[src/common/dot_pkg.sv]
package dot_pkg;

  // word width for data, weights, products and sums
  parameter int DATA_W = 32;

  // lanes in one sample
  parameter int NUM_LANES = 16;

  // lanes folded into one partial sum
  parameter int LANES_PER_PE = 8;

  // number of partial sums
  parameter int NUM_PE = NUM_LANES / LANES_PER_PE;

  // q-format fraction position used when the top is not overridden
  parameter int DEF_FRAC_BITS = 15;

  // one signed fixed-point word
  typedef logic signed [DATA_W-1:0] word_t;

  // one input item, data lanes and their weights side by side
  // lane n sits at x[n] and w[n]
  typedef struct packed {
    word_t [NUM_LANES-1:0] x;
    word_t [NUM_LANES-1:0] w;
  } sample_t;

  // rescaled products, one per lane
  typedef word_t [NUM_LANES-1:0] product_vec_t;

  // partial sums, one per group of lanes
  // entry k covers lanes k*LANES_PER_PE up to k*LANES_PER_PE+LANES_PER_PE-1
  typedef word_t [NUM_PE-1:0] partial_vec_t;

endpackage

[src/hdl/result_combiner.sv]
`timescale 1ns/100ps

module result_combiner import dot_pkg::*; (
  input  logic         clk,
  input  logic         i_rst_n,
  // upstream side
  input  logic         i_valid,
  input  partial_vec_t i_partials,
  output logic         o_ready,
  // external consumer side
  output logic         o_valid,
  output word_t        o_result,
  input  logic         i_ready
);

  // output register state
  logic  valid_q;
  word_t result_q;

  // sum of the incoming partials
  word_t result_d;

  // item taken from upstream this cycle
  logic  accept;

  // add every partial sum, modulo 2^DATA_W
  always_comb begin
    result_d = '0;
    for (int pe = 0; pe < NUM_PE; pe++) begin
      result_d = result_d + i_partials[pe];
    end
  end

  // held result stays put until the consumer takes it
  assign o_ready = !valid_q || i_ready;
  assign accept  = i_valid && o_ready;

  always_ff @(posedge clk or negedge i_rst_n) begin
    if (!i_rst_n) begin
      valid_q <= 1'b0;
    end else if (o_ready) begin
      valid_q <= i_valid;
    end
  end

  // result word
  always_ff @(posedge clk) begin
    if (accept) begin
      result_q <= result_d;
    end
  end

  assign o_valid  = valid_q;
  assign o_result = result_q;

endmodule

[config.mk]
export PLATFORM = sky130hd
export DESIGN_NAME = result_combiner
export DESIGN_NICKNAME = d
export VERILOG_FILES = /design/src/common/dot_pkg.sv /design/src/hdl/result_combiner.sv
export SDC_FILE = /design/constraint.sdc
export NUM_CORES = 1
export LEC_CHECK = 0
export BUFFER_PORTS_ARGS = -buffer_cell sky130_fd_sc_hd__buf_4
export CAP_MARGIN = 10
export CORE_MARGIN = 2
export CORE_UTILIZATION = 35
export CTS_CLUSTER_DIAMETER = 120
export CTS_CLUSTER_SIZE = 25
export DETAILED_ROUTE_END_ITERATION = 12
export PLACE_DENSITY = 0.69
export SKIP_LAST_GASP = 1
export SLEW_MARGIN = 10
export SYNTH_ARGS = -nofsm -noshare
export SYNTH_HDL_FRONTEND = slang
export SYNTH_SLANG_ARGS = --single-unit
[constraint.sdc]
create_clock -name clk -period 2.2 [get_ports clk]
set_clock_uncertainty 0.05 [all_clocks]
set_input_delay 0.44 -clock clk [delete_from_list [all_inputs] [get_ports clk]]
set_output_delay 0.44 -clock clk [all_outputs]
set_load 0.02 [all_outputs]
==> results of run 1 <==
[state kept, by name, indices dropped and copies added (netlist names)]
register and flops:
o_valid 1, o_result 32
[area by class of cell]
class                   instances  area, sq um  area share
multi-input cells             257         2200       0.449
clock buffers                   5         68.8      0.0141
repair buffers                187         1450       0.296
flip-flops and latches         33          986       0.202
clock inverters                 3         12.5     0.00256
inverters                      11         41.3     0.00845
well taps                     108          135      0.0276
[synthesized netlist by cell type, types with 6 or more instances]
library cell,number,area (sq um)
inv_1,11,41.3
nand2_1,20,75.1
nand3_1,8,40.0
o21ai_0,11,55.1
nand2b_1,6,37.5
ha_1,31,388
a21o_1,14,105
nor2_1,20,75.1
xor2_1,10,87.6
a211oi_1,6,45.0
edfxtp_1,32,961
a21oi_1,28,140
xnor2_1,13,114
[worst paths after layout]
| path | from | end | slack (ns) | cells past startpoint |
|---|---|---|---|---|
| worst min register to register | o_valid$_DFFE_PN0N_ | o_valid$_DFFE_PN0N_ | 0.51 | 2 |
| worst min-delay path | i_valid | o_valid$_DFFE_PN0N_ | 0.31 | 2 |
| worst max register to register | o_valid$_DFFE_PN0N_ | o_result[18]$_DFFE_PP_ | 0.79 | 3 |
| min in group asynchronous | i_rst_n | o_valid$_DFFE_PN0N_ | 0.43 | 2 |
| max in group asynchronous | i_rst_n | o_valid$_DFFE_PN0N_ | 1.59 | 2 |
| worst max-delay path | i_partials[15] | o_result[30]$_DFFE_PP_ | -0.13 | 8 |
[stage by stage]
| stage | setup TNS, ns | std cells |
|---|---|---|
| floorplan | -1.24 | 311 |
| global placement | -5.67 | 591 |
| detailed placement | -6.56 | 591 |
| CTS | -0.240 | 602 |
| global route | -0.790 | 604 |
| finish | -0.306 | 604 |
[routing by layer]
metal | global-route usage | up-vias | part of all wire
li1 | - | 1574 | -
met1 | 0.217 | 1474 | 0.41
met2 | 0.346 | 91 | 0.53
met3 | 0.0216 | 13 | 0.040
met4 | 0.0620 | 0 | 0.018
met5 | 0 | - | 0
[critical path, cell delays in order]
cell	delay [ns]
buf_4	0.11
ha_1	0.29
a21o_1	0.20
a211o_1	0.34
o311ai_4	0.35
o221ai_2	0.19
or4_1	0.44
nand4_1	0.08
[cell families after synthesis]
logic type	Yosys count	synth area share
XOR/XNOR	23	0.0660
AO/OA/AOI/OAI	107	0.258
multiplexers	5	0.0168
AND/OR/NAND/NOR	90	0.161
buffers and inverters	21	0.0414
adder cells (fa/ha/maj)	32	0.134
flip-flops	33	0.323
[power groups by stage]
stage	sequential, W	clock (W)	combinational [W]
floorplan	0.000914	0	0.000540
global placement	0.000830	0	0.00109
detailed placement	0.000831	0	0.00111
CTS	0.000818	0.000438	0.00117
global route	0.000824	0.000467	0.00130
finish	0.000817	0.000428	0.00120
[timing repair]
item,CTS,global route
buffers inserted,2,2
pin swaps,21,19
hold endpoints to repair,1,0
gates cloned,0,0
gates resized for setup,21,17
endpoints found under the setup margin,10,11
hold buffers,1,0
==> out/results.tsv, run 1 <==
metric	value	unit
outcome	finished, violations left	
violations	setup timing	
fp.dieH	97.4	um
root_buffer	clkbuf_8	
dr.first_iter.drc_count	155	
yosysWarnings	0	
utilization	0.569	
slew_headroom	0.721	
powerDensity	500	nW/um^2
layout_common_cells	buf_4 (175), edfxtp_1 (32), a21oi_1 (26)	
power.leakage	2.18	nW
pre_cts_slack	-0.503	ns
seqPwrFrac	0.335	
place_area	4540	sq um
dr.pass1.iters	4	
crit_fanout	2	
fillers	764	
io_buffer_count	101	
syn_nets	411	
critPathCaptureType	register	
gp_congestion	0.949	
hold-worst-slack	0.313	ns
antenna_left	0	
tightest_slew	0.413	ns
grt_start_max_net_pins	33	
cp.required	2.30	ns
antenna_found_initial	0	
ir_drop	0.000259	V
drive_gt1_frac	0.478	
via_count	3152	
ys_ff_latch	33	
final_area	4890	sq um
grt_usage	0.184	
finalHoldViolCount	0	
clk_path_buf_depth	2	
path_clk_slew	0.07	ns
synthArstFlopShare	0.0303	
rows	34	
htree_levels	2	
clkPwrFrac	0.175	
p_total	0.00244	W
internal_power	0.00162	W
start_util	0.355	
syn_to_final_growth	60.3	%
arrival	2.44	ns
boundaryPins	102	
cts_sinks	33	
cap_violations	0	
netSwitchingPower	0.000824	W
start_kind	input pin	
hp-class	input pin to register	
insertion_delay	0.28	ns
core_area	8590	sq um
setup_ws	-0.132	ns
ys_seq_area_frac	0.323	
fp.dieW	97.4	um
fin_crit	2.33	ns
period_share	1.06	
path_class	input pin to register	
nets	595	
synthCells	311	
finalSetupViolations	4	
rsz0062_at_grt	yes	
syn_area	3050	sq um
cts_inserted_buffers	5	
syn_area_per_cell	9.81	sq um
final_common_cell	buf_4	
dieArea	9480	sq um
overflow	0	
ys.flop_type	edfxtp_1	
synth.distinct_cells	68	
num_antenna_cells	0	
slew_viol_final	0	
grt_first_pass_wirelength	14500	um
routed_via_density	5.22	
cts_tree	yes	
fmax	429	MHz
synth_edf_count	32	
grt_pass1_vias	3193	
combPwrFrac	0.490	
routedWlPerCell	14.6	um
place_hpwl	7090	um
wirelength	8810	um
drcViolationCount	0	
netSwitchingFraction	0.337	
Power figures use the tool's default switching activity.
==> run 2, diff against run 1 <==
--- a/config.mk
+++ b/config.mk
@@ -7,6 +7,7 @@
 export LEC_CHECK = 0
 export BUFFER_PORTS_ARGS = -buffer_cell sky130_fd_sc_hd__buf_4
 export CAP_MARGIN = 10
+export CORE_ASPECT_RATIO = 0.6
 export CORE_MARGIN = 2
 export CORE_UTILIZATION = 35
 export CTS_CLUSTER_DIAMETER = 120
==> constraint.sdc (replaced) <==
create_clock -name clk -period 2.6 [get_ports clk]
set_clock_uncertainty 0.05 [all_clocks]
set_input_delay 0.52 -clock clk [delete_from_list [all_inputs] [get_ports clk]]
set_output_delay 0.52 -clock clk [all_outputs]
set_load 0.02 [all_outputs]
==> run 2 against run 1 <==
  * Final area decreased by 9.6%
  * Critical path type unchanged
  * Combinational power decreased by 24%
  * Wire length increased by 4.3%
  * Global-route usage increased by 0.76 points
  * Hold slack improved by 0.083 ns
  * Via count decreased by 2.3%
  * The run now ends clean
  * Clock power increased by 34%
  * Clock-buffer cell count increased by 1
  * Flip-flop and latch count unchanged
==> out/results.tsv, run 2 (same netlist as run 1, synthesis figures left out) <==
metric	value	unit	change
outcome	finished clean		
rsz0062_at_grt	yes		
grt_first_pass_wirelength	14800	um	+2.1%
fmax	392	MHz	
grt_pass1_vias	2998		-6.1%
critPathSlowestCell	a2111oi_1		
critPathCaptureType	register		
via_count	3080		-2.3%
boundaryPins	102		unchanged
routedWlPerCell	16.1	um	+10%
fillers	748		-2.1%
drcViolationCount	0		unchanged
r2r_start	o_valid$_DFFE_PN0N_		
root_buffer	clkbuf_16		
timing.rr.end	o_result[30]$_DFFE_PP_		
dieArea	9500	sq um	+0.27%
critPathMaxStageDelay	0.55	ns	+0.11 ns
dp.cells	563		-4.7%
cp.required	2.57	ns	+0.27 ns
antenna_left	0		unchanged
path_class	input pin to register		
final_cell_count_no_fill	572		-5.3%
cts_inserted_buffers	5		unchanged
gp_congestion	0.899		-5.2%
antenna_found_initial	0		unchanged
grt_usage	0.192		+0.00757
layout_common_cells	buf_4 (150), edfxtp_1 (32), ha_1 (30)		
slew_headroom	0.693		-0.0280
core_area	8490	sq um	-1.2%
fp.dieH	76.3	um	-22%
internal_power	0.00146	W	-10%
wirelength	9190	um	+4.3%
dr.first_iter.drc_count	329		+110%
ir_drop	0.000302	V	+16%
grt_start_max_net_pins	33		unchanged
dr.pass1.iters	5		+1
hold_depth	2		unchanged
clk_path_buf_depth	2		unchanged
path_clk_slew	0.05	ns	-0.02 ns
final_common_cell	buf_4		
cap_violations	0		unchanged
crit_top_cell	buf_4		
netSwitchingPower	0.000720	W	-13%
io_buffer_count	101		unchanged
finalHoldViolCount	0		unchanged
slew_viol_final	0		unchanged
cts_setup_buffers	0		-2
powerDensity	492	nW/um^2	-1.4%
hp-class	input pin to register		
largest_register_ffs	32		unchanged
start_util	0.359		+0.00429
num_antenna_cells	0		unchanged
whs_endpoint	o_valid$_DFFE_PN0N_		
syn_to_final_growth	44.8	%	
fp.dieW	125	um	+28%
overflow	0		unchanged
start_kind	input pin		
final_area	4420	sq um	-9.6%
place_hpwl	7500	um	+5.8%
cts_sinks	33		unchanged
rows	26		-24%
power.leakage	2.00	nW	-8.0%
seqPwrFrac	0.319		-0.016
netSwitchingFraction	0.331		-0.00634
crit_chain	buf_4 > ha_1 > buf_4 > a311o_1 > nand4_1 > a2111oi_1 > and3b_1 > xnor2_1		
combPwrFrac	0.418		-0.072
drive_gt1_frac	0.387		-0.0909
place_area	4260	sq um	-6.3%
routed_via_density	5.38		+3.2%
crit_fanout	5		+3
period_share	0.980		
fin_crit	2.55	ns	
rr_worst_depth	3		unchanged
tightest_slew	0.458	ns	+0.0445 ns
insertion_delay	0.27	ns	about the same
arrival	2.52	ns	+0.08 ns
r2r_setup_slack	1.18	ns	+0.39 ns
cts_tree	yes		
finalSetupViolations	0		-4
htree_levels	2		unchanged
nets	559		-6.1%
clkPwrFrac	0.263		+0.088
hold_start	i_valid		
[run 2: cell count changes in the layout (fill, tap and decap cells not counted), sizes merged]
| cell | delta |
|---|---|
| clkinv | -1 |
| buf | -36 |
| clkbuf | +1 |
[run 2: per-layer routing]
metal  wire length (um)  GRT usage  share of wire
met1               4620      0.295           0.50
met2               3680      0.274           0.40
met3                842     0.0520          0.092
met4                 40     0.0236         0.0044
met5                  0          0              0
[run 2: worst max-delay path by stage]
stage | endpoint | startpoint | slack (ns) | depth (start not counted)
floorplan | o_result[18]$_DFFE_PP_ | i_partials[0] | 0.03 | 8
global placement | o_result[28]$_DFFE_PP_ | i_partials[0] | -0.17 | 9
detailed placement | o_result[18]$_DFFE_PP_ | i_partials[0] | -0.23 | 9
CTS | o_result[26]$_DFFE_PP_ | i_partials[0] | 0.07 | 9
global route | o_result[28]$_DFFE_PP_ | i_partials[0] | -0.03 | 9
finish | o_result[24]$_DFFE_PP_ | i_partials[4] | 0.05 | 8
[run 2: final cells by class]
class                   instances  area [sq um]  share of cell area
clock buffers                   6           129              0.0292
clock inverters                 2          10.0             0.00227
inverters                      11          41.3             0.00935
multi-input cells             257          1980               0.447
flip-flops and latches         33           986               0.223
well taps                     112           140              0.0317
repair buffers                151          1140               0.257
[run 2: metrics by stage]
stage	TNS [ns]	utilization	total power (W)	setup WS [ns]	hold WS [ns]
floorplan	0	-	0.00122	0.0278	0.174
global placement	-0.927	0.501	0.00157	-0.166	0.245
global route	-0.0454	0.520	0.00229	-0.0301	0.401
detailed placement	-1.41	0.501	0.00159	-0.228	0.246
CTS	0	0.519	0.00216	0.0723	0.400
finish	0	0.520	0.00218	0.0516	0.396
[run 2: worst max-delay path: cells and delay by family]
family                   cells  cell delay, ns
AO/OA/AOI/OAI                2            0.76
adder cells (fa/ha/maj)      1            0.38
buffers and inverters        2            0.27
XOR/XNOR                     1            0.13
AND/OR/NAND/NOR              2            0.45
[run 2: timing repair]
| item | CTS | global route |
|---|---|---|
| hold buffers | 1 | 0 |
| resized for setup | 0 | 3 |
| endpoints found under the setup margin | 0 | 5 |
| hold endpoints to repair | 1 | 0 |
[run 2: power groups by stage]
stage | Combinational, W | Sequential (W) | Clock [W]
after floorplan | 0.000448 | 0.000774 | 0
after detailed placement | 0.000887 | 0.000705 | 0
after global placement | 0.000868 | 0.000705 | 0
final | 0.000910 | 0.000694 | 0.000572
after CTS | 0.000894 | 0.000695 | 0.000575
after global routing | 0.000985 | 0.000700 | 0.000604
==> run 3, diff against run 2 <==
--- a/config.mk
+++ b/config.mk
@@ -5,6 +5,7 @@
 export SDC_FILE = /design/constraint.sdc
 export NUM_CORES = 1
 export LEC_CHECK = 0
+export ABC_AREA = 1
 export BUFFER_PORTS_ARGS = -buffer_cell sky130_fd_sc_hd__buf_4
 export CAP_MARGIN = 10
 export CORE_ASPECT_RATIO = 0.6
@@ -13,7 +14,7 @@
 export CTS_CLUSTER_DIAMETER = 120
 export CTS_CLUSTER_SIZE = 25
 export DETAILED_ROUTE_END_ITERATION = 12
-export PLACE_DENSITY = 0.69
+export PLACE_DENSITY = 0.68
 export SKIP_LAST_GASP = 1
 export SLEW_MARGIN = 10
 export SYNTH_ARGS = -nofsm -noshare
==> run 3 against run 2 <==
  * Synthesized cell count up 71%
  * Setup slack gained 0.41 ns
  * Via count increased by 14%
  * Combinational power down 11%
  * Synthesized area up 11%
  * Non-clock buffer count fell by 48
  * Final area increased by 1.4%
  * Maximum frequency up 19%
  * Clock power shrank 1%
  * Wire length grew 3.7%
  * Hold slack better by 0.029 ns
  * Critical path type unchanged
  * Largest cell class unchanged
  * Largest power group unchanged
==> out/results.tsv, run 3 <==
metric	value	unit	change
clk_path_buf_depth	2		unchanged
arrival	2.12	ns	-0.40 ns
cts_tree	yes		
powerDensity	459	nW/um^2	-6.7%
start_util	0.365		+0.00571
rr_worst_depth	2		-1
rows	27		+3.8%
path_class	input pin to register		
antenna_found_initial	0		unchanged
timing.rr.end	o_result[29]$_DFFE_PP_		
antenna_left	0		unchanged
tightest_slew	0.413	ns	-0.0448 ns
wirelength	9520	um	+3.7%
internal_power	0.00134	W	-8.0%
htree_levels	2		unchanged
ys_ff_latch	33		unchanged
cts_setup_buffers	0		unchanged
finalHoldViolCount	0		unchanged
hold_depth	3		+1
combPwrFrac	0.393		-0.025
synthCells	532		+71%
synth_top_area_cell	edfxtp_1		
dieArea	10500	sq um	+11%
yosysWarnings	0		unchanged
cp.required	2.58	ns	about the same
synth_top_area_share	0.283		-0.0316
cts_sinks	33		unchanged
hp-class	input pin to register		
drcViolationCount	0		unchanged
final_common_cell	nand2_1		
place_hpwl	8020	um	+7.0%
routedWlPerCell	12.3	um	-23%
rsz0062_at_grt	no		
via_count	3505		+14%
utilization	0.482		-0.0382
start_kind	input pin		
critPathCaptureType	register		
ys.flop_type	edfxtp_1		
routed_via_density	4.53		-16%
dr.first_iter.drc_count	263		-20%
fmax	468	MHz	+19%
nets	742		+33%
syn_area_per_cell	6.37	sq um	-35%
core_area	9290	sq um	+9.4%
syn_to_final_growth	32.1	%	
cts_resized	0		unchanged
cap_violations	0		unchanged
insertion_delay	0.28	ns	about the same
layout_common_cells	nand2_1 (223), inv_1 (111), buf_4 (102)		
root_buffer	clkbuf_16		
slew_viol_final	0		unchanged
synthArstFlopShare	0.0303		unchanged
grt_start_max_net_pins	33		unchanged
hold_start	i_valid		
num_antenna_cells	0		unchanged
finalSetupViolations	0		unchanged
overflow	0		unchanged
setup_tns	0	ns	unchanged
ys_seq_area_frac	0.291		-0.0324
seqPwrFrac	0.333		+0.014
gp_congestion	0.980		+9.0%
dp.cells	764		+36%
crit_fanout	4		-1
syn_area	3390	sq um	+11%
netSwitchingPower	0.000719	W	-0.21%
period_share	0.823		-0.158
setup_ws	0.461	ns	+0.410 ns
path_clk_slew	0.05	ns	about the same
slew_headroom	0.725		+0.0317
synth.area.top_cells	edfxtp_1 (28%), nand2_1 (25%), inv_1 (12%)		
yosysMostFrequentCell	nand2_1		
r2r_setup_slack	1.25	ns	+0.07 ns
largest_register_ffs	32		unchanged
syn_nets	632		+54%
r2r_start	o_valid$_DFFE_PN0N_		
fp.dieH	80.2	um	+5.1%
boundaryPins	102		unchanged
whs_endpoint	o_valid$_DFFE_PN0N_		
power.leakage	2.62	nW	+31%
clkPwrFrac	0.274		+0.011
grt_pass1_vias	3220		+7.4%
grt_first_pass_wirelength	14900	um	+0.60%
synth.distinct_cells	22		-68%
outcome	finished clean		
pre_cts_slack	0.191	ns	+0.419 ns
io_buffer_count	101		unchanged
cts_hold_buf	1		unchanged
ir_drop	0.000262	V	-13%
dr.pass1.iters	5		unchanged
yosys-top-cells-count	nand2_1 (223), inv_1 (111), nor2_1 (38)		
final_cell_count_no_fill	773		+35%
cts_inserted_buffers	5		unchanged
synth_edf_count	32		unchanged
fin_crit	2.14	ns	-0.410 ns
netSwitchingFraction	0.349		+0.0182
drive_gt1_frac	0.213		-0.174
grt_usage	0.183		-0.00871
fp.dieW	131	um	+5.3%
==> run 3: cell count changes in the layout (fill, tap and decap cells not counted), moves of 13 or more <==
cell	previous run	this run
nor2_1	20	38
nand2_1	20	223
nand2_2	0	14
a21o_1	14	1
buf_4	150	102
nand3_1	8	23
inv_1	11	111
==> run 3: how the worst max path moves through the flow <==
stage / slack [ns] / cells past startpoint / end / from
finish: 0.46 / 13 / o_result[28]$_DFFE_PP_ / i_partials[0]
global route: 0.31 / 13 / o_result[20]$_DFFE_PP_ / i_partials[0]
CTS: 0.48 / 13 / o_result[20]$_DFFE_PP_ / i_partials[0]
detailed placement: 0.19 / 13 / o_result[20]$_DFFE_PP_ / i_partials[0]
global placement: 0.24 / 13 / o_result[28]$_DFFE_PP_ / i_partials[0]
floorplan: 0.49 / 12 / o_result[28]$_DFFE_PP_ / i_partials[0]
==> run 3: routing by layer <==
metal	track usage	routed length, um	share of wire
met5	0	0	0
met4	0.0394	98	0.010
met3	0.0320	582	0.061
met2	0.279	3940	0.41
met1	0.269	4900	0.51
==> run 3: worst max-delay path, stage by stage <==
cell	delay, ns
buf_4	0.11
ha_1	0.22
fa_1	0.49
nand3_1	0.14
nand3_2	0.08
nand2_1	0.08
nand2_2	0.08
nand2_1	0.09
nand2_2	0.07
nand2_1	0.09
nand2_1	0.05
nand2_1	0.05
nand2_1	0.04
==> run 3: area by class of cell <==
cell class | count | area, sq um
well taps | 130 | 163
clock buffers | 6 | 129
fillers | 910 | 4810
clock inverters | 2 | 10.0
repair buffers | 103 | 776
flip-flops and latches | 33 | 986
multi-input cells | 385 | 1990
inverters | 114 | 428
==> run 3: logic make-up after synthesis <==
kind of cell / Yosys count / share of synthesized area
AND/OR/NAND/NOR: 313 / 0.383
buffers and inverters: 114 / 0.126
AO/OA/AOI/OAI: 24 / 0.0387
adder cells (fa/ha/maj): 32 / 0.120
XOR/XNOR: 16 / 0.0413
flip-flops: 33 / 0.291
==> run 3: through the flow <==
step | instance area [sq um] | hold slack (ns) | total power [W]
2_1_floorplan | 3390 | 0.174 | 0.00120
3_3_place_gp | 4330 | 0.246 | 0.00149
3_5_place_dp | 4330 | 0.249 | 0.00149
4_1_cts | 4480 | 0.430 | 0.00206
5_1_grt | 4480 | 0.447 | 0.00218
6_report | 4480 | 0.425 | 0.00206
==> run 3: power groups by stage <==
stage               combinational [W]  clock [W]  sequential (W)
floorplan                    0.000432          0        0.000765
global placement             0.000789          0        0.000697
detailed placement           0.000794          0        0.000695
CTS                          0.000802   0.000575        0.000686
global route                 0.000896   0.000598        0.000691
finish                       0.000809   0.000564        0.000685
