--- config.mk ---
export PLATFORM = sky130hd
export DESIGN_NAME = partial_sum_tree
export DESIGN_NICKNAME = d
export VERILOG_FILES = /design/src/common/dot_pkg.sv /design/src/pe8/partial_sum_tree.sv
export SDC_FILE = /design/constraint.sdc
export NUM_CORES = 1
export LEC_CHECK = 0
export ABC_AREA = 0
export BUFFER_PORTS_ARGS = -buffer_cell sky130_fd_sc_hd__buf_2
export CORE_AREA = 2 2 226 228
export DETAILED_ROUTE_END_ITERATION = 10
export DIE_AREA = 0 0 228 230
export SYNTH_ARGS = -nofsm -noshare
export SYNTH_HDL_FRONTEND = slang
export SYNTH_SLANG_ARGS = --single-unit
--- constraint.sdc ---
create_clock -name clk -period 2.9 [get_ports clk]
set_input_delay 0.145 -clock clk [delete_from_list [all_inputs] [get_ports clk]]
set_output_delay 0.145 -clock clk [all_outputs]
set_load 0.01 [all_outputs]
--- src/common/dot_pkg.sv ---
package dot_pkg;

  // word width for data, weights, products and sums
  parameter int DATA_W = 32;

  // lanes in one sample
  parameter int NUM_LANES = 16;

  // lanes folded into one partial sum
  parameter int LANES_PER_PE = 8;

  // number of partial sums
  parameter int NUM_PE = NUM_LANES / LANES_PER_PE;

  // q-format fraction position used when the top is not overridden
  parameter int DEF_FRAC_BITS = 15;

  // one signed fixed-point word
  typedef logic signed [DATA_W-1:0] word_t;

  // one input item, data lanes and their weights side by side
  // lane n sits at x[n] and w[n]
  typedef struct packed {
    word_t [NUM_LANES-1:0] x;
    word_t [NUM_LANES-1:0] w;
  } sample_t;

  // rescaled products, one per lane
  typedef word_t [NUM_LANES-1:0] product_vec_t;

  // partial sums, one per group of lanes
  // entry k covers lanes k*LANES_PER_PE up to k*LANES_PER_PE+LANES_PER_PE-1
  typedef word_t [NUM_PE-1:0] partial_vec_t;

endpackage

--- src/pe8/partial_sum_tree.sv ---
`timescale 1ns/100ps

module partial_sum_tree import dot_pkg::*; (
  input  logic         clk,
  input  logic         i_rst_n,
  // upstream side
  input  logic         i_valid,
  input  product_vec_t i_products,
  output logic         o_ready,
  // downstream side
  output logic         o_valid,
  output partial_vec_t o_partials,
  input  logic         i_ready
);

  // nodes of one tree, heap order
  // node 0 is the root, leaves start at LANES_PER_PE-1
  localparam int NUM_NODES = 2 * LANES_PER_PE - 1;

  // output register state
  logic         valid_q;
  partial_vec_t partials_q;

  // tree results for the products now on the input
  partial_vec_t partials_d;

  // item taken from upstream this cycle
  logic         accept;

  // one adder tree per processing element
  for (genvar pe = 0; pe < NUM_PE; pe++) begin : g_pe
    word_t node [NUM_NODES];

    // leaves are this group's eight products
    for (genvar leaf = 0; leaf < LANES_PER_PE; leaf++) begin : g_leaf
      assign node[LANES_PER_PE-1+leaf] = i_products[pe*LANES_PER_PE+leaf];
    end

    // inner nodes add their two children
    // eight leaves give three adder levels, 4 then 2 then 1
    for (genvar n = 0; n < LANES_PER_PE - 1; n++) begin : g_add
      // word-width add, wraps on overflow
      assign node[n] = node[2*n+1] + node[2*n+2];
    end

    assign partials_d[pe] = node[0];
  end

  // same stage handshake as the multiplier
  assign o_ready = !valid_q || i_ready;
  assign accept  = i_valid && o_ready;

  always_ff @(posedge clk or negedge i_rst_n) begin
    if (!i_rst_n) begin
      valid_q <= 1'b0;
    end else if (o_ready) begin
      valid_q <= i_valid;
    end
  end

  // both partial sums captured in one go
  always_ff @(posedge clk) begin
    if (accept) begin
      partials_q <= partials_d;
    end
  end

  assign o_valid    = valid_q;
  assign o_partials = partials_q;

endmodule

==> results.sh, run 1 <==
export IMPL_finalCritPeriodShare_pct=152
export IMPL_p_leak_nw=12.3
export IMPL_p_sw_share_pct=44.0
export IMPL_vdd_ir_drop_max_v=0.000754
export IMPL_die_area_sq_mm=0.0524
export IMPL_drc=0
export IMPL_dp_hpwl_um=40200
export IMPL_antenna_found_initial=2
export IMPL_worstSetupEndpointType="flip-flop"
export IMPL_critPathKind="in2reg"
export IMPL_synth_top_area_cell="fa_1"
export IMPL_min_path_type="in2reg"
export IMPL_synth_async_reset_ratio_pct=1.54
export IMPL_finalCriticalPeriod_ns=4.40
export IMPL_pwr_share_comb_pct=87.4
export IMPL_vias_per_cell=4.08
export IMPL_worst_ep_required_time_ns=3.00
export IMPL_switchingPower_w=0.0137
export IMPL_ys_flop_type="edfxtp_1"
export IMPL_routed_wirelength_um=44100
export IMPL_p_per_area_mw_per_mm2=1430
export IMPL_hold_viol=0
export IMPL_cts_root_buf="clkbuf_16"
export IMPL_cts_max_level=3
export IMPL_synth_top_area_share_pct=48.3
export IMPL_drv_slew=0
export IMPL_ioPinCount=582
export IMPL_status="finished with violations"
export IMPL_hold_path_depth=3
export IMPL_cts_sinks=65
export IMPL_seqPwrFrac_pct=8.6
export IMPL_globalRouteOverflowTotal=0
export IMPL_ant_nets=0
export IMPL_clk_pin_slew_ns=0.06
export IMPL_cts_buffers=9
export IMPL_netlist_area_sq_mm=0.0152
export IMPL_routed_via_count=12500
export IMPL_fin_nets=3328
export IMPL_start_kind="input pin"
export IMPL_core_area_sq_mm=0.0499
export IMPL_avgSynthCellArea_sq_um=9.44
export IMPL_grt_usage_pct=17.3
export IMPL_drtIter0Drc=327
export IMPL_area_delta_synth_final_pct=43.6
export IMPL_num_rows=82
export IMPL_grt_max_degree=65
export IMPL_rr_worst_depth=3
export IMPL_ys_warn_count=0
export IMPL_dieWidth_um=228
export IMPL_yosysSeqAreaShare_pct=12.8
export IMPL_utilization_pct=43.7
export IMPL_cts_tree="yes"
export IMPL_finalWorstSetupSlack_ns=-1.50
export IMPL_clockBufferDepth=2
export IMPL_clock_skew_final_ns=0.00528
export IMPL_layout_drive_gt1_share_pct=40.0
export IMPL_clk_latency_ns=0.36
export IMPL_setup_viol=58
export IMPL_start_util_pct=30.4
export IMPL_rsz0062_at_grt="yes"
export IMPL_clock_fmax_ghz=0.227
export IMPL_violations="setup timing"
export IMPL_wl_per_cell_um=14.4
export IMPL_fillers=4936
export IMPL_grt_pass1_vias=14200
export IMPL_numPortBuffers=581
export IMPL_syn_num_nets=2552
export IMPL_worst_pin_slew_ns=0.426
export IMPL_synth_cells=1606
export IMPL_p_int_w=0.0174
export IMPL_dr_pass1_iters=4
export IMPL_crit_arrival_ns=4.50
export IMPL_cp_max_fo=3
export IMPL_synth_seq_cells=65
export IMPL_grt_pass1_wl_um=71200
export IMPL_clkPwrFrac_pct=4.0
export IMPL_gp_congestion=0.968
export IMPL_synth_edf_count=64
export IMPL_dp_slack_ns=-2.13
export IMPL_relSlewSlack_pct=71.6
export IMPL_synthDistinctLibCells=48
export IMPL_synth_top_cells_by_area="fa_1 (48%), inv_1 (19%), edfxtp_1 (13%)"
export IMPL_die_y_um=230
export IMPL_maxCapViolations=0
-- synthesized netlist by cell type (3+ instances only) --
master and number:
a21o_1 27, a211oi_1 9, nand4_1 4, nand2b_1 10
o211ai_1 3, xnor2_1 50, a21oi_1 48, and3_1 11
o21ai_0 27, nand3_1 11, a21boi_0 3, nor2b_1 3
nor2_1 25, xor2_1 21, and2_1 3, o21ai_1 3
o21a_1 9, fa_1 366, ha_1 64, nand2_1 33
a31oi_1 7, nor3_1 4, edfxtp_1 64, inv_1 769
o21bai_1 4
-- per-stage QoR --
| step | std cells | hold WS [ns] | power (W) | area (sq um) | TNS (ns) |
|---|---|---|---|---|---|
| after floorplan | 1606 | -0.151 | 0.0165 | 15400 | -54.46 |
| after global placement | 3010 | -0.0798 | 0.0249 | 20300 | -84.43 |
| after detailed placement | 3010 | -0.0759 | 0.0253 | 20300 | -85.14 |
| after CTS | 3039 | 0.0749 | 0.0287 | 21100 | -57.19 |
| after global routing | 3060 | 0.101 | 0.0343 | 21800 | -65.62 |
| final | 3061 | 0.101 | 0.0312 | 21800 | -57.62 |
-- sequential cells by signal, summed over array words and instances (netlist names) --
name and count:
o_valid 1, o_partials 64
-- cell usage in the layout (no fill, tap or decap), drive strengths merged, types with 21 or more instances in the layout --
cell type,count
fa,366
inv,769
ha,64
edfxtp,64
nor2,25
a21oi,50
xor2,21
a21o,28
buf,765
nand2,33
o21ai,30
xnor2,50
-- power by group through the flow --
stage	clock network [W]	logic (W)	registers [W]
2_1_floorplan	0	0.0136	0.00292
3_3_place_gp	0	0.0222	0.00268
3_5_place_dp	0	0.0226	0.00270
4_1_cts	0.00128	0.0248	0.00269
5_1_grt	0.00132	0.0302	0.00272
6_report	0.00125	0.0272	0.00267
-- repair_timing --
item	CTS	global route
endpoints found under the hold margin	2	0
gates cloned	0	0
gates resized for setup	96	121
setup endpoints to repair	58	58
hold buffers	2	0
pin swaps	58	61
setup buffers	16	26
-- worst max-delay path, stage by stage --
cell and delay, ns:
buf_6 0.08, inv_4 0.03, fa_1 0.54, inv_2 0.04, fa_2 0.49, fa_1 0.50, inv_1 0.05, fa_1 0.49
inv_2 0.04, ha_4 0.15, inv_2 0.05, fa_2 0.23, nor2b_4 0.05, o31a_1 0.29, o31ai_4 0.21, a21o_2 0.22
a221oi_4 0.08, a221o_2 0.39, a21o_1 0.20, a21oi_2 0.14, xnor2_1 0.08
-- routing by layer --
layer | vias up | GRT usage [%] | share of wire (%)
met2 | 329 | 31.5 | 52
met3 | 55 | 2.21 | 3.6
li1 | 5992 | - | -
met4 | 2 | 5.39 | 2.8
met5 | - | 0 | 0.036
met1 | 6110 | 21.2 | 41
-- worst paths after layout --
path	start	to	slack, ns
min in group asynchronous	i_rst_n	o_valid	0.12
worst max-delay path	i_products[98]	o_partials[28]	-1.50
worst min-delay path	i_ready	o_valid	0.10
max in group asynchronous	i_rst_n	o_valid	2.69
worst max register to register	o_valid	o_partials[31]	1.49
worst min register to register	o_valid	o_valid	0.56
-- logic make-up after synthesis --
logic type,share of synthesized area [%]
AOI/OAI and AO/OA,6.77
xor gates and xnor gates,4.10
adders and majority gates,53.6
buffers and inverters,19.1
DFF,12.8
muxes,0.0742
and+or+nand+nor,3.55
-- layout make-up --
cell class                      instances  area (sq um)  share of cell area (%)
Inverter                              769          2930                    13.4
Sequential cell                        65          1950                    8.94
Clock inverter                          7          95.1                   0.437
Timing Repair Buffer                  767          4550                    20.9
Antenna cell                            2          5.00                  0.0230
Clock buffer                            9           225                    1.03
Tap cell                              672           841                    3.86
Multi-Input combinational cell        770         11200                    51.4
No activity file was read; power rests on OpenSTA's default activity.
==> run 2, diff against run 1 <==
- SETUP_SLACK_MARGIN: default -> 0.3
- SKIP_LAST_GASP: default -> 1
==> run 2 against run 1 <==
The run still ends with setup timing left. Worst hold slack worse by 0.078 ns. Clock skew is 0.0047 ns higher. Flip-flop and latch count stayed put.
==> results.sh, run 2 (synthesis gave the netlist of run 1 again) <==
export IMPL_p_total_w=0.0311
export IMPL_numPortBuffers=581
export IMPL_cts_tree="yes"
export IMPL_drc=0
export IMPL_wl_met3_um=1710
export IMPL_wl_per_cell_um=14.3
export IMPL_largest_register_ffs=64
export IMPL_dr_max_layer_used="met4"
export IMPL_num_rows=82
export IMPL_final_cell_mix="inv_1 (726), buf_2 (571), fa_1 (354)"
export IMPL_cts_buffers=9
export IMPL_drtIter0Drc=297
export IMPL_pwr_share_comb_pct=88.2
export IMPL_path_cells="buf_6, inv_2, fa_1, inv_2, fa_2, fa_1, inv_2, fa_1, inv_2, ha_4, inv_2, fa_2, nor2b_4, o31a_1, o31ai_4, a21o_2, a221oi_2, a221o_2, a211oi_2, o21bai_1, xor2_1"
export IMPL_p_int_w=0.0175
export IMPL_dieWidth_um=228
export IMPL_clkPwrFrac_pct=3.3
export IMPL_gp_congestion=0.962
export IMPL_switchingPower_w=0.0136
export IMPL_dp_hpwl_um=40100
export IMPL_grt_pass1_wl_um=71200
export IMPL_dpl_cell_area_sq_mm=0.0203
export IMPL_clk_latency_ns=0.34
export IMPL_grt_max_degree=37
export IMPL_dp_slack_ns=-2.17
export IMPL_seqPwrFrac_pct=8.6
export IMPL_relSlewSlack_pct=56.6
export IMPL_globalRouteOverflowTotal=0
export IMPL_antenna_cells=0
export IMPL_routed_wirelength_um=43900
export IMPL_clk_pin_slew_ns=0.06
export IMPL_vdd_ir_drop_max_v=0.000774
export IMPL_clock_skew_final_ns=0.0100
export IMPL_cts_root_buf="clkbuf_16"
export IMPL_p_sw_share_pct=43.7
export IMPL_cts_max_level=3
export IMPL_finalCritPeriodShare_pct=152
export IMPL_critPathKind="in2reg"
export IMPL_critPathMostFrequentCell="inv_2"
export IMPL_antenna_found_initial=0
export IMPL_grt_usage_pct=17.2
export IMPL_start_kind="input pin"
export IMPL_core_area_sq_mm=0.0499
export IMPL_cts_sinks=65
export IMPL_wl_met1_um=17900
export IMPL_ant_nets=0
export IMPL_setup_tns_ns=-59.50
export IMPL_final_common_cell="inv_1"
export IMPL_cp_num_buf_inv=6
export IMPL_start_util_pct=30.4
export IMPL_dr_pass1_iters=4
export IMPL_fin_nets=3343
export IMPL_maxCapViolations=0
export IMPL_grt_pass1_vias=14300
export IMPL_hold_viol=0
export IMPL_finalWorstSetupSlack_ns=-1.52
export IMPL_p_leak_nw=12.3
export IMPL_die_y_um=230
export IMPL_rsz0062_at_grt="yes"
export IMPL_ioPinCount=582
export IMPL_fillers=4894
export IMPL_p_per_area_mw_per_mm2=1430
export IMPL_worst_pin_slew_ns=0.651
export IMPL_finalCriticalPeriod_ns=4.42
export IMPL_layout_drive_gt1_share_pct=40.0
export IMPL_cpMaxStageDelayCell="fa_1"
export IMPL_wl_met2_um=23100
export IMPL_setup_viol=58
export IMPL_cp_max_fo=3
export IMPL_die_area_sq_mm=0.0524
export IMPL_max_stage_delay_ns=0.55
export IMPL_clock_fmax_ghz=0.226
export IMPL_crit_arrival_ns=4.50
export IMPL_drv_slew=0
export IMPL_vias_per_cell=4.09
export IMPL_clockBufferDepth=2
export IMPL_critical_path_top_delay_family="adder cells"
export IMPL_area_delta_synth_final_pct=43.2
export IMPL_routed_via_count=12600
export IMPL_worst_ep_required_time_ns=2.99
export IMPL_min_path_type="in2reg"
export IMPL_final_cell_area_sq_mm=0.0217
export IMPL_violations="setup timing"
export IMPL_status="finished with violations"
export IMPL_worstSetupEndpointType="flip-flop"
run 2: cell types whose count changed in the layout (fill, tap and decap cells not counted), moves of 4 or more:
cell / change
buf_2: +5
buf_4: +14
buf_8: -4
clkinvlp_4: -4
run 2: path summary, 6_finish.rpt:
kind	startpoint	to	slack [ns]	depth (start not counted)
min	i_valid	o_valid	0.02	2
max reg2reg	o_valid	o_partials[35]	1.10	3
min reg2reg	o_valid	o_valid	0.60	2
max	i_products[2]	o_partials[30]	-1.52	21
max in group asynchronous	i_rst_n	o_valid	2.71	2
min in group asynchronous	i_rst_n	o_valid	0.11	2
run 2: per-stage QoR:
| step | std cells | hold slack (ns) | utilization, % |
|---|---|---|---|
| after floorplan | 1606 | -0.151 | - |
| after global placement | 3012 | -0.0800 | 40.8 |
| after detailed placement | 3012 | -0.0691 | 40.8 |
| after CTS | 3051 | 0.00865 | 42.3 |
| after global routing | 3074 | 0.0200 | 43.5 |
| final | 3074 | 0.0231 | 43.5 |
run 2: routing by layer:
layer	vias up	global-route usage, %
met4	0	5.39
met1	6153	21.3
met5	-	0
li1	6014	-
met2	342	31.2
met3	54	2.01
run 2: power groups by stage:
stage	clock network [W]	logic [W]	registers (W)
5_1_grt	0.00108	0.0304	0.00273
3_5_place_dp	0	0.0226	0.00270
4_1_cts	0.00105	0.0249	0.00269
3_3_place_gp	0	0.0223	0.00269
2_1_floorplan	0	0.0136	0.00292
6_report	0.00101	0.0274	0.00267
run 2: cell type report:
cell class | instances | area (sq um) | share of cell area, %
Inverter | 769 | 2920 | 13.5
Sequential cell | 65 | 1950 | 8.97
Clock inverter | 5 | 22.5 | 0.104
Tap cell | 672 | 841 | 3.87
Clock buffer | 11 | 233 | 1.07
Multi-Input combinational cell | 770 | 11100 | 51.3
Timing Repair Buffer | 782 | 4610 | 21.2
run 2: repair_timing:
item / 4_1_cts / 5_1_grt
gates resized for setup: 99 / 100
pin swaps: 52 / 57
endpoints found under the setup margin: 59 / 58
endpoints found under the hold margin: 1 / 0
hold buffers: 1 / 0
buffers inserted: 22 / 23
==> run 3, diff against run 2 <==
- CTS_BUF_LIST: default -> sky130_fd_sc_hd__clkbuf_8
- GPL_ROUTABILITY_DRIVEN: default -> 0
==> run 3 against run 2 <==
The run still ends with setup timing left. Power shrank 1.3%. Design area shrank 0.51%. Register-to-register slack gained 0.39 ns. First-iteration DRC count grew 12%. Clock power shrank 19%. Non-clock buffer count shrank 7. Die area is the same. Global-route usage shrank 0.36 points. Flip-flop and latch count is the same. Critical path depth is the same. Highest routed layer is now met5.
==> results.sh, run 3 (synthesis gave the netlist of run 1 again) <==
export IMPL_status="finished with violations"
export IMPL_violations="setup timing"
export IMPL_r2r_end="o_partials[24]"
export IMPL_utilization_pct=43.3
export IMPL_clk_latency_ns=0.40
export IMPL_cp_max_fo=2
export IMPL_clock_skew_final_ns=0.0121
export IMPL_hp_start="i_ready"
export IMPL_rsz0062_at_grt="yes"
export IMPL_core_area_sq_mm=0.0499
export IMPL_clockBufferDepth=2
export IMPL_critical_path_cell_count=21
export IMPL_routed_via_count=12600
export IMPL_dieWidth_um=228
export IMPL_setup_viol=58
export IMPL_routed_wirelength_um=43200
export IMPL_worst_ep_required_time_ns=3.06
export IMPL_finalWorstSetupSlack_ns=-1.43
export IMPL_critPathKind="in2reg"
export IMPL_grt_pass1_vias=14300
export IMPL_wl_per_cell_um=14.1
export IMPL_crit_arrival_ns=4.49
export IMPL_setup_worst_path_end="o_partials[31]"
export IMPL_final_cell_mix="inv_1 (741), buf_2 (570), fa_1 (360)"
export IMPL_antenna_found_initial=4
export IMPL_fillers=4880
export IMPL_drc=0
export IMPL_finalCritPeriodShare_pct=149
export IMPL_cts_buffers=9
export IMPL_drtIter0Drc=333
export IMPL_final_cell_area_sq_mm=0.0216
export IMPL_dr_pass1_iters=7
export IMPL_rr_worst_depth=3
export IMPL_vias_per_cell=4.11
export IMPL_numPlacedInstances=3006
export IMPL_min_path_type="in2reg"
export IMPL_area_delta_synth_final_pct=42.4
export IMPL_fin_nets=3336
export IMPL_critPathMostFrequentCell="fa_1"
export IMPL_cts_tree="yes"
export IMPL_ant_nets=0
export IMPL_worst_pin_slew_ns=0.461
export IMPL_num_rows=82
export IMPL_grt_pass1_wl_um=69700
export IMPL_dpl_cell_area_sq_mm=0.0203
export IMPL_cts_root_buf="clkbuf_8"
export IMPL_layout_drive_gt1_share_pct=38.9
export IMPL_die_area_sq_mm=0.0524
export IMPL_cts_sinks=65
export IMPL_vdd_ir_drop_max_v=0.000799
export IMPL_final_common_cell="inv_1"
export IMPL_globalRouteOverflowTotal=0
export IMPL_cp_num_buf_inv=7
export IMPL_largest_register_ffs=64
export IMPL_hold_viol=0
export IMPL_register_area_sq_mm=0.00195
export IMPL_r2r_slack_ns=1.49
export IMPL_grt_use_met1_pct=19.5
export IMPL_r2r_start="o_valid"
export IMPL_die_y_um=230
export IMPL_p_leak_nw=12.3
export IMPL_multi_input_area_sq_mm=0.0111
export IMPL_grt_max_degree=65
export IMPL_dp_hpwl_um=39000
export IMPL_cpMaxStageDelayCell="fa_1"
export IMPL_numPortBuffers=581
export IMPL_clock_fmax_ghz=0.231
export IMPL_path_cells="buf_4, inv_8, fa_1, fa_1, inv_1, fa_1, inv_2, fa_1, buf_6, inv_4, ha_4, a21oi_4, o21ai_4, o311ai_4, buf_6, nand2_4, o21ai_4, a21oi_2, or3_1, a21oi_2, xnor2_1"
export IMPL_use_met3_pct=3.39
export IMPL_busiest_layer="met2"
export IMPL_stdcell_count=3070
export IMPL_ioPinCount=582
export IMPL_cp_startpoint="i_products[162]"
export IMPL_worstSetupEndpointType="flip-flop"
export IMPL_finalCriticalPeriod_ns=4.33
export IMPL_p_per_area_mw_per_mm2=1420
export IMPL_whs_ns=0.0600
export IMPL_critical_path_top_delay_family="adder cells"
export IMPL_start_kind="input pin"
export IMPL_start_util_pct=30.4
export IMPL_relSlewSlack_pct=69.1
export IMPL_grt_util_met2_pct=30.9
export IMPL_grt_usage_pct=16.8
export IMPL_max_stage_delay_ns=0.57
export IMPL_cts_max_level=3
export IMPL_maxCapViolations=0
export IMPL_drv_slew=0
export IMPL_clk_pin_slew_ns=0.08
==> run 3: cell types whose count changed in the layout (fill, tap and decap cells not counted), sizes merged <==
| cell | change |
|---|---|
| clkinv | -1 |
| buf | -9 |
| clkbuf | -2 |
| bufinv | +1 |
| diode | +3 |
| inv | +2 |
| dlygate4sd3 | +2 |
==> run 3: layer usage <==
| metal | share of wire, % | vias up | wire (um) |
|---|---|---|---|
| met5 | 0.025 | - | 11 |
| met2 | 53 | 350 | 22900 |
| li1 | - | 6000 | - |
| met1 | 39 | 6211 | 16800 |
| met4 | 2.8 | 2 | 1210 |
| met3 | 5.4 | 57 | 2320 |
==> run 3: power breakdown <==
group          switching, W  internal, W
clock              0.000438     0.000381
combinational        0.0130       0.0143
sequential         0.000127      0.00252
total                0.0136       0.0172
==> run 3: final cells by class <==
type,count,area share [%]
antenna,3,0.0348
clock buffer,9,0.573
clock inverter,7,0.249
inverter,769,13.5
multi-input combinational,770,51.4
sequential,65,9.01
tap,672,3.89
timing repair buffer,775,21.4
==> run 3: worst min-delay path by stage <==
stage	end	slack, ns	cells past startpoint
final	o_valid	0.06	3
after global routing	o_valid	0.08	3
after CTS	o_valid	0.01	3
after detailed placement	o_valid	-0.08	1
after global placement	o_valid	-0.08	1
after floorplan	o_valid	-0.15	0
==> run 3: through the flow <==
step | setup slack, ns | total power, W | TNS [ns]
6_report | -1.43 | 0.0307 | -58.43
3_3_place_gp | -2.08 | 0.0248 | -82.46
3_5_place_dp | -2.17 | 0.0252 | -83.63
2_1_floorplan | -1.56 | 0.0165 | -53.91
5_1_grt | -1.59 | 0.0338 | -66.39
4_1_cts | -1.39 | 0.0288 | -51.81
==> run 3: what timing repair did <==
action / in CTS / in global routing
gates cloned: 0 / 0
pin swaps: 64 / 44
gates resized for setup: 118 / 62
endpoints found under the setup margin: 58 / 58
endpoints found under the hold margin: 2 / 0
buffers inserted: 18 / 24
hold buffers: 3 / 0
==> run 3: worst register-to-register path: stages (launching register included) <==
cell	delay (ns)
dfrtp_1	0.38
nand2b_1	0.11
and2_4	0.17
buf_12	0.34
